==> config.mk <==
export PLATFORM = sky130hd
export DESIGN_NAME = digital_clock_top
export DESIGN_NICKNAME = d
export VERILOG_FILES = /design/src/verilog/clock_pkg.sv /design/src/verilog/time_if.sv /design/src/verilog/digital_clock_top.sv /design/src/verilog/display_scan.sv /design/src/verilog/digit_frame.sv /design/src/verilog/time_counter.sv /design/src/verilog/button_ctrl.sv /design/src/verilog/tick_gen.sv
export SDC_FILE = /design/constraint.sdc
export NUM_CORES = 1
export LEC_CHECK = 0
export BUFFER_PORTS_ARGS = -buffer_cell sky130_fd_sc_hd__buf_2
export CAP_MARGIN = 20
export CORE_UTILIZATION = 66
export CTS_BUF_LIST = sky130_fd_sc_hd__clkbuf_4
export CTS_CLUSTER_DIAMETER = 120
export DETAILED_ROUTE_END_ITERATION = 10
export PLACE_DENSITY_LB_ADDON = 0.1
export REMOVE_ABC_BUFFERS = 1
export SETUP_SLACK_MARGIN = 0.02
export SLEW_MARGIN = 30
export SYNTH_ARGS = -nofsm -noshare
export SYNTH_HDL_FRONTEND = slang
export SYNTH_SLANG_ARGS = --single-unit
==> constraint.sdc <==
create_clock -name clk -period 4.57 [get_ports clk]
set_input_delay 0.2285 -clock clk [delete_from_list [all_inputs] [get_ports clk]]
set_output_delay 0.2285 -clock clk [all_outputs]
set_load 0.01 [all_outputs]
==> src/verilog/clock_pkg.sv <==
package clock_pkg;

	// --------------------
	// modes and setup fields
	// --------------------
	typedef enum logic {
		MODE_CLOCK = 1'b0,	// time runs
		MODE_SETUP = 1'b1	// time held, fields editable
	} mode_e;

	typedef enum logic [1:0] {
		POS_SEC = 2'd0,
		POS_MIN = 2'd1,
		POS_HR  = 2'd2
	} pos_e;

	// --------------------
	// widths and limits
	// --------------------
	localparam int FIELD_W    = 6;
	localparam int SEG_W      = 7;	// {a, b, c, d, e, f, g}
	localparam int NUM_DIGITS = 6;

	typedef logic [FIELD_W-1:0] field_t;
	typedef logic [SEG_W-1:0]   seg_t;

	localparam field_t SEC_MAX = 6'd59;
	localparam field_t MIN_MAX = 6'd59;
	localparam field_t HR_MAX  = 6'd23;

	// --------------------
	// digit patterns, active high
	// --------------------
	localparam seg_t SEG_TABLE [0:9] = '{
		7'b111_1110,	// 0
		7'b011_0000,	// 1
		7'b110_1101,	// 2
		7'b111_1001,	// 3
		7'b011_0011,	// 4
		7'b101_1011,	// 5
		7'b101_1111,	// 6
		7'b111_0000,	// 7
		7'b111_1111,	// 8
		7'b111_0011	// 9
	};

	localparam seg_t SEG_BLANK = 7'b000_0000;

endpackage
==> src/verilog/time_if.sv <==
// current time from the counter to the frame buffer
// upd is high for one cycle exactly when the fields take a new value
interface time_if;
	import clock_pkg::*;

	field_t sec;
	field_t min;
	field_t hr;
	logic   upd;	// one-cycle update strobe

	modport producer (
		output sec,
		output min,
		output hr,
		output upd
	);

	// no back-pressure, the frame buffer always takes the update
	modport consumer (
		input sec,
		input min,
		input hr,
		input upd
	);

endinterface

==> src/verilog/digital_clock_top.sv <==
module digital_clock_top #(
	parameter int SEC_DIV  = 50_000_000,
	parameter int SCAN_DIV = 5_000,
	parameter int DEB_DIV  = 500_000
) (
	input  logic                              clk,
	input  logic                              rst_n,
	input  logic                              i_btn_mode,
	input  logic                              i_btn_pos,
	input  logic                              i_btn_inc,
	output clock_pkg::seg_t                   o_seg,
	output logic [clock_pkg::NUM_DIGITS-1:0]  o_seg_en
);
	import clock_pkg::*;

	logic                   sec_tick;
	logic                   scan_tick;
	logic                   deb_tick;
	mode_e                  mode;
	pos_e                   pos;
	logic                   inc;
	seg_t [NUM_DIGITS-1:0]  frame;

	time_if u_time_if ();

	// --------------------
	// enable pulses
	// --------------------
	tick_gen #(.DIV(SEC_DIV)) u_sec_tick (
		.clk    (clk),
		.rst_n  (rst_n),
		.o_tick (sec_tick)
	);

	tick_gen #(.DIV(SCAN_DIV)) u_scan_tick (
		.clk    (clk),
		.rst_n  (rst_n),
		.o_tick (scan_tick)
	);

	tick_gen #(.DIV(DEB_DIV)) u_deb_tick (
		.clk    (clk),
		.rst_n  (rst_n),
		.o_tick (deb_tick)
	);

	// --------------------
	// control and time path
	// --------------------
	button_ctrl u_button_ctrl (
		.clk        (clk),
		.rst_n      (rst_n),
		.i_deb_tick (deb_tick),
		.i_btn_mode (i_btn_mode),
		.i_btn_pos  (i_btn_pos),
		.i_btn_inc  (i_btn_inc),
		.o_mode     (mode),
		.o_pos      (pos),
		.o_inc      (inc)
	);

	time_counter u_time_counter (
		.clk        (clk),
		.rst_n      (rst_n),
		.i_sec_tick (sec_tick),
		.i_mode     (mode),
		.i_pos      (pos),
		.i_inc      (inc),
		.tm         (u_time_if.producer)
	);

	digit_frame u_digit_frame (
		.clk     (clk),
		.rst_n   (rst_n),
		.tm      (u_time_if.consumer),
		.o_frame (frame)
	);

	display_scan u_display_scan (
		.clk         (clk),
		.rst_n       (rst_n),
		.i_scan_tick (scan_tick),
		.i_frame     (frame),
		.o_seg       (o_seg),
		.o_seg_en    (o_seg_en)
	);

endmodule

==> src/verilog/display_scan.sv <==
module display_scan (
	input  logic                                     clk,
	input  logic                                     rst_n,
	input  logic                                     i_scan_tick,
	input  clock_pkg::seg_t [clock_pkg::NUM_DIGITS-1:0] i_frame,
	output clock_pkg::seg_t                          o_seg,
	output logic [clock_pkg::NUM_DIGITS-1:0]         o_seg_en	// active low
);
	import clock_pkg::*;

	localparam int IDX_W = $clog2(NUM_DIGITS);
	localparam logic [IDX_W-1:0] LAST_IDX = IDX_W'(NUM_DIGITS - 1);

	logic [IDX_W-1:0] idx_q;
	logic [IDX_W-1:0] idx_next;

	always_comb begin
		if (!i_scan_tick) begin
			idx_next = idx_q;
		end else if (idx_q == LAST_IDX) begin
			idx_next = '0;	// wrap after the last digit
		end else begin
			idx_next = idx_q + 1'b1;
		end
	end

	// --------------------
	// scan registers
	// --------------------
	// segments and enable both come from idx_next so they switch together
	always_ff @(posedge clk or negedge rst_n) begin
		if (!rst_n) begin
			idx_q    <= '0;
			o_seg    <= SEG_BLANK;
			o_seg_en <= ~NUM_DIGITS'(1);	// digit 0 on
		end else begin
			idx_q    <= idx_next;
			o_seg    <= i_frame[idx_next];
			o_seg_en <= ~(NUM_DIGITS'(1) << idx_next);
		end
	end

	// two digits on at once would ghost the display
	a_one_cold: assert property (@(posedge clk) disable iff (!rst_n)
		$onehot(~o_seg_en));

endmodule

==> src/verilog/digit_frame.sv <==
module digit_frame (
	input  logic                                     clk,
	input  logic                                     rst_n,
	time_if.consumer                                 tm,
	output clock_pkg::seg_t [clock_pkg::NUM_DIGITS-1:0] o_frame
);
	import clock_pkg::*;

	// digit order, index 0 first:
	// hour tens, hour ones, minute tens, minute ones, second tens, second ones
	logic [3:0] digit [NUM_DIGITS];

	function automatic seg_t dec_digit(input logic [3:0] d);
		seg_t seg;
		seg = SEG_BLANK;	// anything past 9 stays dark
		if (d <= 4'd9) begin
			seg = SEG_TABLE[d];
		end
		return seg;
	endfunction

	// --------------------
	// split into digits
	// --------------------
	always_comb begin
		digit[0] = 4'(tm.hr / 10);
		digit[1] = 4'(tm.hr % 10);
		digit[2] = 4'(tm.min / 10);
		digit[3] = 4'(tm.min % 10);
		digit[4] = 4'(tm.sec / 10);
		digit[5] = 4'(tm.sec % 10);
	end

	// --------------------
	// segment frame
	// --------------------
	// held between updates so the scan always sees a consistent time
	always_ff @(posedge clk or negedge rst_n) begin
		if (!rst_n) begin
			for (int i = 0; i < NUM_DIGITS; i++) begin
				o_frame[i] <= SEG_TABLE[0];	// matches 00:00:00
			end
		end else if (tm.upd) begin
			for (int i = 0; i < NUM_DIGITS; i++) begin
				o_frame[i] <= dec_digit(digit[i]);
			end
		end
	end

endmodule

==> src/verilog/time_counter.sv <==
module time_counter (
	input  logic             clk,
	input  logic             rst_n,
	input  logic             i_sec_tick,
	input  clock_pkg::mode_e i_mode,
	input  clock_pkg::pos_e  i_pos,
	input  logic             i_inc,
	time_if.producer         tm
);
	import clock_pkg::*;

	field_t sec_q;
	field_t min_q;
	field_t hr_q;
	field_t sec_n;
	field_t min_n;
	field_t hr_n;
	logic   upd_q;
	logic   advance;
	logic   bump;

	function automatic field_t wrap_inc(input field_t val, input field_t lim);
		field_t res;
		res = (val >= lim) ? '0 : field_t'(val + 1'b1);
		return res;
	endfunction

	assign advance = (i_mode == MODE_CLOCK) && i_sec_tick;
	assign bump    = (i_mode == MODE_SETUP) && i_inc;	// second tick ignored here

	// --------------------
	// next time
	// --------------------
	always_comb begin
		sec_n = sec_q;
		min_n = min_q;
		hr_n  = hr_q;
		if (advance) begin
			sec_n = wrap_inc(sec_q, SEC_MAX);
			if (sec_q == SEC_MAX) begin
				min_n = wrap_inc(min_q, MIN_MAX);
				if (min_q == MIN_MAX) begin
					hr_n = wrap_inc(hr_q, HR_MAX);
				end
			end
		end else if (bump) begin
			// selected field only, no carry
			case (i_pos)
				POS_SEC: sec_n = wrap_inc(sec_q, SEC_MAX);
				POS_MIN: min_n = wrap_inc(min_q, MIN_MAX);
				default: hr_n  = wrap_inc(hr_q, HR_MAX);
			endcase
		end
	end

	always_ff @(posedge clk or negedge rst_n) begin
		if (!rst_n) begin
			sec_q <= '0;
			min_q <= '0;
			hr_q  <= '0;
			upd_q <= 1'b0;
		end else begin
			sec_q <= sec_n;
			min_q <= min_n;
			hr_q  <= hr_n;
			upd_q <= advance || bump;	// strobe lands with the new fields
		end
	end

	assign tm.sec = sec_q;
	assign tm.min = min_q;
	assign tm.hr  = hr_q;
	assign tm.upd = upd_q;

	a_sec_lim: assert property (@(posedge clk) disable iff (!rst_n) sec_q <= SEC_MAX);
	a_min_lim: assert property (@(posedge clk) disable iff (!rst_n) min_q <= MIN_MAX);
	a_hr_lim: assert property (@(posedge clk) disable iff (!rst_n) hr_q <= HR_MAX);

endmodule

==> src/verilog/button_ctrl.sv <==
module button_ctrl (
	input  logic             clk,
	input  logic             rst_n,
	input  logic             i_deb_tick,
	input  logic             i_btn_mode,
	input  logic             i_btn_pos,
	input  logic             i_btn_inc,
	output clock_pkg::mode_e o_mode,
	output clock_pkg::pos_e  o_pos,
	output logic             o_inc
);
	import clock_pkg::*;

	localparam int NUM_BTN  = 3;
	localparam int BTN_MODE = 0;
	localparam int BTN_POS  = 1;
	localparam int BTN_INC  = 2;

	logic [NUM_BTN-1:0] btn_raw;
	logic [NUM_BTN-1:0] sync_q1;
	logic [NUM_BTN-1:0] sync_q2;
	logic [NUM_BTN-1:0] samp_q1;	// latest debounce sample
	logic [NUM_BTN-1:0] samp_q2;	// sample before that
	logic [NUM_BTN-1:0] press;

	assign btn_raw = {i_btn_inc, i_btn_pos, i_btn_mode};

	// --------------------
	// sync and debounce
	// --------------------
	always_ff @(posedge clk or negedge rst_n) begin
		if (!rst_n) begin
			sync_q1 <= '0;
			sync_q2 <= '0;
			samp_q1 <= '0;
			samp_q2 <= '0;
		end else begin
			sync_q1 <= btn_raw;
			sync_q2 <= sync_q1;
			if (i_deb_tick) begin
				samp_q1 <= sync_q2;
				samp_q2 <= samp_q1;
			end
		end
	end

	// low, then two highs in a row
	assign press = i_deb_tick ? (sync_q2 & samp_q1 & ~samp_q2) : '0;

	// --------------------
	// mode and position
	// --------------------
	always_ff @(posedge clk or negedge rst_n) begin
		if (!rst_n) begin
			o_mode <= MODE_CLOCK;
			o_pos  <= POS_SEC;
			o_inc  <= 1'b0;
		end else begin
			// a mode press wins over an increment in the same sample
			o_inc <= press[BTN_INC] && !press[BTN_MODE] && (o_mode == MODE_SETUP);
			if (press[BTN_MODE]) begin
				if (o_mode == MODE_CLOCK) begin
					o_mode <= MODE_SETUP;
					o_pos  <= POS_SEC;	// setup always starts on seconds
				end else begin
					o_mode <= MODE_CLOCK;
				end
			end else if (press[BTN_POS] && (o_mode == MODE_SETUP)) begin
				case (o_pos)
					POS_SEC: o_pos <= POS_MIN;
					POS_MIN: o_pos <= POS_HR;
					default: o_pos <= POS_SEC;
				endcase
			end
		end
	end

	// the counter relies on this to keep clock mode free of edits
	a_inc_setup: assert property (@(posedge clk) disable iff (!rst_n)
		o_inc |-> (o_mode == MODE_SETUP));

endmodule

==> src/verilog/tick_gen.sv <==
module tick_gen #(
	parameter int DIV = 4
) (
	input  logic clk,
	input  logic rst_n,
	output logic o_tick
);
	localparam int CNT_W = (DIV > 2) ? $clog2(DIV) : 1;
	localparam logic [CNT_W-1:0] RELOAD = CNT_W'(DIV - 1);

	logic [CNT_W-1:0] cnt;

	// down-counter, one enable pulse per DIV cycles
	always_ff @(posedge clk or negedge rst_n) begin
		if (!rst_n) begin
			cnt    <= RELOAD;
			o_tick <= 1'b0;
		end else begin
			if (cnt == '0) begin
				cnt    <= RELOAD;
				o_tick <= 1'b1;	// first pulse lands DIV cycles after reset
			end else begin
				cnt    <= cnt - 1'b1;
				o_tick <= 1'b0;
			end
		end
	end

	// a divide by one would hold the tick high and break every consumer
	a_div_min: assert property (@(posedge clk) disable iff (!rst_n)
		DIV >= 2);

endmodule

**Yosys cells after proc, flatten, opt, wreduce, memory -nomap -nowiden**

Memories as Yosys holds them, arrays and structs flattened.
Index checks and enable logic that the tools add are counted.

- Bits of input ports: 5
- Register bits after elaboration: 154
- Output and inout port bits: 13
- Word-level logic and storage cells: 150
- Memories kept: 6
- Bits in read-only memories: 672

- $add $sub $neg: 7
- Magnitude comparators: 16
- Divide/modulo/power cells: 6
- Multiplexer cells: 49
- Shift-type cells: 1
- Bitwise operators: 11
- Reductions and logical operators: 20
- Equality and inequality tests: 8

Memory list:

| memory | depth | width | read ports | clocked after memory_dff | wr ports | line | source |
|---|---|---|---|---|---|---|---|
| (no name shown) | 16 | 7 | 1 | 0 | 0 | digit_frame.sv:17 | `seg = SEG_TABLE[d];` |
| (no name shown) | 16 | 7 | 1 | 0 | 0 | digit_frame.sv:17 |  |
| (no name shown) | 16 | 7 | 1 | 0 | 0 | digit_frame.sv:17 |  |
| (no name shown) | 16 | 7 | 1 | 0 | 0 | digit_frame.sv:17 |  |
| (no name shown) | 16 | 7 | 1 | 0 | 0 | digit_frame.sv:17 |  |
| (no name shown) | 16 | 7 | 1 | 0 | 0 | digit_frame.sv:17 |  |

Operators with widths:

| kind | number |
|---|---|
| two-way mux 7 bit | 19 |
| divider 6 x 4 -> 32 bit (second input constant) | 3 |
| remainder unit 6 x 4 -> 32 bit (second input constant) | 3 |
| two-way mux 6 bit | 15 |
| greater-or-equal comparator 5 bit (second input constant) | 6 |
| NOT 4 -> 5 bit | 6 |
| zero test 26 bit | 1 |
| two-way mux 26 bit | 1 |
| subtractor 26 x 1 -> 26 bit (second input constant) | 1 |
| less-or-equal comparator 4 bit (second input constant) | 6 |
| binary-select mux 7 bit (select 3 bit) | 1 |
| zero test 19 bit | 1 |
| two-way mux 19 bit | 1 |
| subtractor 19 x 1 -> 19 bit (second input constant) | 1 |
| adder 6 x 1 -> 6 bit (second input constant) | 3 |
| zero test 13 bit | 1 |
| two-way mux 13 bit | 1 |
| subtractor 13 x 1 -> 13 bit (second input constant) | 1 |
| equality test 6 bit (second input constant) | 2 |
| greater-or-equal comparator 6 bit (second input constant) | 2 |
| two-way mux 3 bit | 3 |
| nonzero test 2 bit | 4 |
| AND 3 bit | 2 |
| greater-or-equal comparator 6 x 5 -> 1 bit (second input constant) | 1 |
| other kinds (21) | 33 |

**Logic depth before layout (Yosys ltp)**

Gate-level depths: netlist (run 1).

- Depth in word-level cells: 6
- Gate-level depth with buffers: 20
- Gate-level depth less buffers: 19

**Hierarchy**

Synthesis (run 1) repeated with hierarchy kept, for this count alone.

- Cells, all modules: 1009
- Area, all modules: 9903.2 um2

By module, submodules not included:

| module | area an instance (um2) | times used | sequential area each (um2) | cells each |
|---|---|---|---|---|
| digit_frame | 3888.7 | 1 | 1096.1 | 455 |
| tick_gen at u_sec_tick | 1327.5 | 1 | 698.2 | 122 |
| display_scan | 1282.5 | 1 | 406.6 | 124 |
| time_counter | 1049.8 | 1 | 475.5 | 104 |
| tick_gen at u_deb_tick | 1018.5 | 1 | 514.2 | 92 |
| tick_gen at u_scan_tick | 750.7 | 1 | 359.1 | 74 |
| button_ctrl | 585.6 | 1 | 400.4 | 38 |

**Worst setup path before layout (run 1)**

Ideal clock, no wire load.

- Path kind: flip-flop to flip-flop
- Start point: reg u_time_counter.hr_q[3], in the netlist u_time_counter.tm.hr[3]
- End point: reg u_digit_frame.o_frame[7] (netlist name)
- Required time: 4446 ps
- Data arrival time: 4058 ps
- Setup time: 124 ps
- Stages on the path, launching flop included: 19
- Buffers on the path: 1
- Slack: 388 ps
- Period minus slack after synthesis: 4182 ps
- Cells stage by stage: dfrtp_1 -> buf_2 -> inv_1 -> ha_1 -> nand2b_1 -> a221oi_2 -> or3_4 -> maj3_1 -> nor2_1 -> a211oi_1 -> xnor2_1 -> ha_1 -> nor2_1 -> nand2_1 -> o21ai_0 -> a21oi_1 -> o32ai_1 -> nor4b_1 -> a211o_1

- Cells in the longest elaborated chain, start to end: 6
- Elaborated cells between the ends (all ways): 7
- Those cells by class: div (1); order compare (1); mux (3); bitwise (1); memory (1)

Ends and longest elaborated chain:

| what | line | source |
|---|---|---|
| from (decl) | time_counter.sv:14 | `field_t hr_q;` |
| from (signal assigned) | time_counter.sv:65 | `hr_q <= hr_n;` |
| remainder unit 6 x 4 -> 32 bit * | digit_frame.sv:27 | `digit[1] = 4'(tm.hr % 10);` |
| NOT 4 -> 5 bit (not written as such) | digit_frame.sv:17 |  |
| memory (16 x 7 bit) | n/a |  |
| two-way mux 7 bit (not written as such) (2 in a row) | digit_frame.sv:17 |  |
| two-way mux 7 bit * | digit_frame.sv:16 | `if (d <= 4'd9) begin` |
| to (signal, indexed assignment) | digit_frame.sv:41 | `o_frame[i] <= SEG_TABLE[0];` |
| to (signal, indexed assignment) | digit_frame.sv:45 | `o_frame[i] <= dec_digit(digit[i]);` |
| to (decl) | digit_frame.sv:5 | `output clock_pkg::seg_t [clock_pkg::NUM_DIGITS-1:0] o_frame` |

Every way passes the cells marked *; elsewhere a longest branch is shown, timed or not. The select of a mux whose other input is x is not followed.
A chain may end at the register's enable or synchronous reset.

**Worst setup path after layout (run 1)**

- Start point: reg u_time_counter.hr_q[4], in the netlist u_time_counter.tm.hr[4]
- End point: reg u_digit_frame.o_frame[7] (netlist name)

The elaborated chain is that of the path after synthesis.

==> results.toml, run 1 <==
[run_status]
outcome = "finished, final reports clean"

[timing]
min_period_over_period = 0.903
max_freq_ghz = 0.242
worst_pin_slew_ps = 855
fin_skew_ps = 28.1
final_hold_viol_count = 0
maxSlewHeadroom = 0.430
fin_crit_ps = 4130
setup_violations = 0
final_max_slew_viol_count = 0
timing.hold.ws_ps = 263
finalSetupTns_ps = 0
rsz0062_at_grt = "false"

[job]
cap_violations = 0

[yosys]
synth_top_family_by_area = "simple AND/OR/NAND/NOR gates"
synthXorXnorAreaFrac = 0.0471
avgSynthCellArea_um2 = 9.58
synth_async_sr_flop_share = 1.00
synthMuxAreaShare = 0.0399
synth_seq_area_share = 0.436
ys_ff_latch = 154
syn_inst = 946
synth-edff-count = 0
yosysUniqueCellTypes = 90
ys_warn_count = 0
synth_compound_gate_area_share = 0.176
synthSimpleGateAreaFrac = 0.181
synth_adder_area_share = 0.0790
synth_flop_cell = "dfstp_2"
syn_area_mm2 = 0.00906

[global_route]
track_usage = 0.265
gr-total-overflow = 0
antenna_found_initial = 1
grt_pass1_vias = 6621
grt_start_max_net_pins = 113
grt_pass1_wl_mm = 30.3

[die]
core_mm2 = 0.0133
die_area_mm2 = 0.0142
io_pins = 18
start_util = 0.682
die_w_um = 119
die_height_um = 119
num_rows = 42

[min_path]
min_path_type = "primary input to register"

[setup_path]
cp_cell_sequence = "inv_1, ha_1, inv_1, ha_1, nand2_1, o31ai_2, or3_4, maj3_1, nor2_1, a211oi_2, xnor2_1, ha_1, nor2_2, nand2_1, a21oi_1, a21oi_1, o32ai_1, nor4b_1, a211o_1"
critical_path_class = "register to register"
crit_required_ps = 5060
crit_slowest_cell = "dfrtp_2"
crit_fanout = 13
max_stage_delay_ps = 520
critPathLaunchType = "register"
arrival_ps = 4620
cpMostUsedCell = "ha_1"
endpoint_kind = "register"

[clock_tree]
cts_max_path_buffers = 2
cts_tree = "done"
clk_pin_slew_ps = 140
numClockSinks = 154
htreeDepth = 4
root_buffer = "clkbuf_4"
worstSkewPairLatency_ps = 600
post_cts_buffers = 0
cts_buffers = 17

[route]
drc_errors = 0
via_per_inst = 6.05
wl_met1_mm = 8.07
via_count = 6926
highest_layer = "met4"
totalWireLength_mm = 17.7
first_pass_iters = 7
wl_per_cell_um = 15.4
final_antenna_net_count = 0
routed-wl-met2_mm = 8.67
drtIter0Drc = 511
met3_length_um = 544

[placed_design]
hpwl_mm = 12.7
place_area_mm2 = 0.00926
port_buffers = 17
gp_congestion = 0.920

[power_and_ir_drop]
power_density_mw_per_mm2 = 225
comb_power_share = 0.015
p_clk_frac = 0.347
peakVddDrop_mv = 0.197
p_sw_mw = 0.549
seq_power_share = 0.638
internal_power_mw = 1.60
leakagePower_nw = 4.07
switching_share = 0.255

[finish]
fin_area_mm2 = 0.00957
nNetsFinal = 1013
syn_to_final_growth_pct = 5.61
drive_gt1_frac = 0.198
## registers in the layout, summed over array words and instances, names as in the netlist, 6 cells and up
name                     count
u_sec_tick.cnt              26
u_time_counter.tm.min        6
u_digit_frame.o_frame       42
u_scan_tick.cnt             13
u_time_counter.tm.hr         6
u_display_scan.o_seg_en      6
u_time_counter.tm.sec        6
u_deb_tick.cnt              19
u_display_scan.o_seg         7
## layout make-up
class,count,area (um^2)
Clock inverter,15,116
Timing Repair Buffer,27,179
Clock buffer,17,128
Multi-Input combinational cell,699,4760
Sequential cell,154,3950
Tap cell,176,220
Antenna cell,1,2.50
Inverter,55,210
Fill cell,958,3720
## logic make-up after synthesis
logic type	after synthesis
AOI/OAI and AO/OA	229
and+or+nand+nor	331
DFF	154
adders and majority gates	58
xor gates and xnor gates	47
muxes	34
buffers and inverters	93
## synthesized netlist by cell type, types with 4 or more instances
library cell / instances / area (um^2)
o21ai_0: 36 / 180
nand4_1: 6 / 37.5
nand2_1: 83 / 312
o211ai_1: 5 / 37.5
nand2b_1: 13 / 81.3
xnor2_1: 27 / 236
and3_1: 8 / 50.1
clkbuf_1: 22 / 82.6
inv_1: 51 / 191
nor2_1: 95 / 357
dfstp_2: 77 / 2020
o21a_1: 6 / 45.0
a31o_2: 4 / 35.0
o31ai_1: 11 / 82.6
xor2_1: 18 / 158
maj3_1: 4 / 40.0
ha_1: 54 / 676
mux2_2: 16 / 180
or2_2: 4 / 25.0
a21oi_1: 62 / 310
nor3_1: 21 / 105
a221o_1: 7 / 70.1
nand3_1: 23 / 115
nor4_1: 12 / 75.1
nand3b_1: 5 / 37.5
a31oi_1: 11 / 68.8
buf_1: 4 / 15.0
a211oi_1: 18 / 135
buf_2: 11 / 55.1
or3_1: 15 / 93.8
nor2b_1: 21 / 131
or4_1: 5 / 37.5
o22ai_1: 4 / 25.0
o21ai_1: 7 / 35.0
dfrtp_1: 77 / 1930
mux2i_1: 17 / 170
o311ai_1: 4 / 35.0
## placed cells by master, fill, tap and decap left out, types with 8 or more instances in the layout
master,synthesis,layout
a31oi_1,11,11
nor2b_1,21,21
inv_1,51,51
and3_1,8,8
nand2b_1,13,13
o31ai_1,11,11
xnor2_1,27,27
nand3_1,23,23
dfrtp_1,77,74
a211oi_1,18,17
a21oi_1,62,61
dfstp_2,77,77
nor2_1,95,94
xor2_1,18,18
nor4_1,12,11
nor3_1,21,21
clkbuf_4,0,17
o21ai_0,36,36
nand2_1,83,83
buf_2,11,16
ha_1,54,54
mux2_2,16,16
mux2i_1,17,17
or3_1,15,15
## routing by layer
layer	global-route usage	vias to the layer above
li1	-	3390
met5	0	-
met4	0.110	0
met1	0.337	3348
met3	0.0455	28
met2	0.448	160
## metrics by stage
stage / setup slack (ps) / util / power [mW] / std cells
after global placement: 422 / 0.696 / 1.42 / 1107
after detailed placement: 242 / 0.696 / 1.43 / 1107
final: 443 / 0.720 / 2.15 / 1144
after floorplan: 397 / - / 1.40 / 908
after global routing: 134 / 0.720 / 2.23 / 1144
after CTS: 192 / 0.718 / 2.17 / 1143
## repair_timing
action | 4_1_cts | 5_1_grt
hold endpoints to repair | 60 | 0
hold buffers | 4 | 0
endpoints found under the setup margin | 0 | 1
gates resized for setup | 0 | 4
## power by group through the flow
stage | registers [mW] | clock network, mW | logic (mW)
floorplan | 1.39 | 0 | 0.00119
finish | 1.37 | 0.746 | 0.0313
CTS | 1.37 | 0.768 | 0.0331
detailed placement | 1.40 | 0 | 0.0304
global placement | 1.39 | 0 | 0.0291
global route | 1.37 | 0.821 | 0.0373
## critical path: cells and delay by family (launching register included)
family                   cells  cell delay (ps)
XOR/XNOR                     1              220
AO/OA/AOI/OAI                6              950
buffers and inverters        2              230
AND/OR/NAND/NOR              6             1050
adder cells (fa/ha/maj)      4             1060
flip-flops                   1              520
## worst paths after layout
kind / from / slack [ps] / to / cells after the start
min: i_btn_pos / 260 / u_button_ctrl.sync_q1[1] / 2
max reg2reg: u_time_counter.tm.hr[4] / 440 / u_digit_frame.o_frame[7] / 19
max in group asynchronous: rst_n / 3200 / u_sec_tick.cnt[25] / 3
min in group asynchronous: rst_n / 290 / u_display_scan.o_seg[5] / 2
max: u_time_counter.tm.hr[4] / 440 / u_digit_frame.o_frame[7] / 19
min reg2reg: u_button_ctrl.sync_q1[2] / 360 / u_button_ctrl.sync_q2[2] / 0
Note: power is estimated with default switching activity, not from simulation.
==> run 2: changes to the inputs <==
- CORE_ASPECT_RATIO: default -> 1.25
==> results.toml, run 2 (same netlist as run 1, synthesis figures left out) <==
[setup_path]
critical_path_class = "register to register"
endpoint = "u_digit_frame.o_frame[7]"
r2r_end = "u_digit_frame.o_frame[7]"
max_stage_delay_ps = 670
crit_required_ps = 5040
r2r_cells = 15
path_delay_family = "compound AO/OA/AOI/OAI gates"
critPathBufInv = 0
crit_cells = 15
crit_slowest_cell = "dfrtp_1"
critPathLaunchType = "register"
crit_start = "u_time_counter.tm.hr[5]"
cpMostUsedCell = "ha_1"
endpoint_kind = "register"
r2r_start = "u_time_counter.tm.hr[5]"
r2r_setup_slack_ps = 390
cp_cell_sequence = "ha_1, and4_1, a31oi_1, a221oi_1, o21ai_1, a211oi_1, xnor2_1, ha_1, nor2_1, nand2_1, o21ai_0, a21oi_1, o32ai_1, nor4b_1, a211o_1"
arrival_ps = 4650
crit_fanout = 15

[timing]
fin_crit_ps = 4180
rsz0062_at_grt = "false"
max_freq_ghz = 0.239
finalSetupTns_ps = 0
min_period_over_period = 0.915
setup_violations = 0
worst_pin_slew_ps = 929
fin_skew_ps = 11.6
timing.hold.ws_ps = 297
maxSlewHeadroom = 0.379
final_hold_viol_count = 0
final_max_slew_viol_count = 0

[clock_tree]
htreeDepth = 4
post_cts_buffers = 0
cts_buffers = 17
cts_max_path_buffers = 2
cts_tree = "done"
numClockSinks = 154
root_buffer = "clkbuf_4"
worstSkewPairLatency_ps = 560
clk_pin_slew_ps = 140

[placed_design]
hpwl_mm = 13.0
place_inst = 1104
gp_congestion = 0.830
port_buffers = 17
place_area_mm2 = 0.00927

[power_and_ir_drop]
peakVddDrop_mv = 0.215
total_power_mw = 2.21
power_density_mw_per_mm2 = 230
leakagePower_nw = 4.10

[finish]
stdcell_count = 1141
drive_gt1_frac = 0.194
top_regs = "u_digit_frame.o_frame: 42 flops, u_sec_tick.cnt: 26 flops, u_deb_tick.cnt: 19 flops"
fin_area_mm2 = 0.00959
syn_to_final_growth_pct = 5.77
largest_reg_flops = 42
top_register = "u_digit_frame.o_frame"
nNetsFinal = 1015
final_common_cell = "nor2_1"
mostFrequentLayoutCells = "nor2_1, nand2_1, dfstp_2"

[global_route]
use_met2 = 0.474
track_usage = 0.273
grt_start_max_net_pins = 117
antenna_found_initial = 1
grt_pass1_vias = 6775
met3_usage = 0.0414
grt_pass1_wl_mm = 31.2
grt_busiest_layer = "met2"
use_met1 = 0.339
gr-total-overflow = 0

[job]
cap_violations = 0

[route]
final_antenna_net_count = 0
wl_per_cell_um = 15.8
via_per_inst = 6.00
via_count = 6843
totalWireLength_mm = 18.0
first_pass_iters = 5
drc_errors = 0
drtIter0Drc = 494

[die]
core_mm2 = 0.0133
num_rows = 47
io_pins = 18
die_w_um = 107
start_util = 0.679
die_area_mm2 = 0.0142
die_height_um = 133

[run_status]
outcome = "finished, final reports clean"

[min_path]
hold_start = "i_btn_inc"
min_path_type = "primary input to register"
==> run 2: worst register-to-register path, delay by kind of cell, from the launching register on <==
kind / cells / cell delay (ps)
AOI/OAI and AO/OA: 8 / 1920
xor gates and xnor gates: 1 / 220
adders and majority gates: 2 / 550
DFF: 1 / 670
and+or+nand+nor: 4 / 720
==> run 2: how the worst min path moves through the flow <==
stage / end / depth (start not counted)
after CTS: u_button_ctrl.sync_q1[2] / 2
after detailed placement: u_button_ctrl.sync_q1[1] / 1
after global routing: u_button_ctrl.sync_q1[2] / 2
after floorplan: u_button_ctrl.o_inc / 0
final: u_button_ctrl.sync_q1[2] / 2
after global placement: u_button_ctrl.sync_q2[0] / 0
==> run 2: cell type report <==
type / count / area (um^2)
inverters: 55 / 210
fillers: 971 / 3760
multi-input cells: 699 / 4750
clock buffers: 17 / 128
clock inverters: 15 / 136
diodes: 1 / 2.50
flip-flops and latches: 154 / 3950
well taps: 171 / 214
repair buffers: 29 / 195
==> run 2: metal layers <==
| layer | part of all wire | vias to the layer above |
|---|---|---|
| li1 | - | 3391 |
| met4 | 0.024 | 0 |
| met3 | 0.027 | 34 |
| met5 | 0 | - |
| met1 | 0.44 | 3303 |
| met2 | 0.51 | 115 |
==> run 2: per-stage QoR <==
stage | util | worst slack (ps)
finish | 0.718 | 390
global route | 0.718 | 28.4
CTS | 0.717 | 422
detailed placement | 0.694 | 469
global placement | 0.694 | 641
floorplan | - | 397
==> run 2: repair_timing <==
action	CTS	global route
setup endpoints to repair	0	0
hold buffers	4	0
endpoints found under the hold margin	65	0
gates resized for setup	0	0
==> run 2: power by group <==
| group | switching [mW] | total (mW) | internal (mW) |
|---|---|---|---|
| Sequential | 0.00193 | 1.37 | 1.37 |
| Combinational | 0.0260 | 0.0318 | 0.00578 |
| Clock | 0.522 | 0.801 | 0.279 |
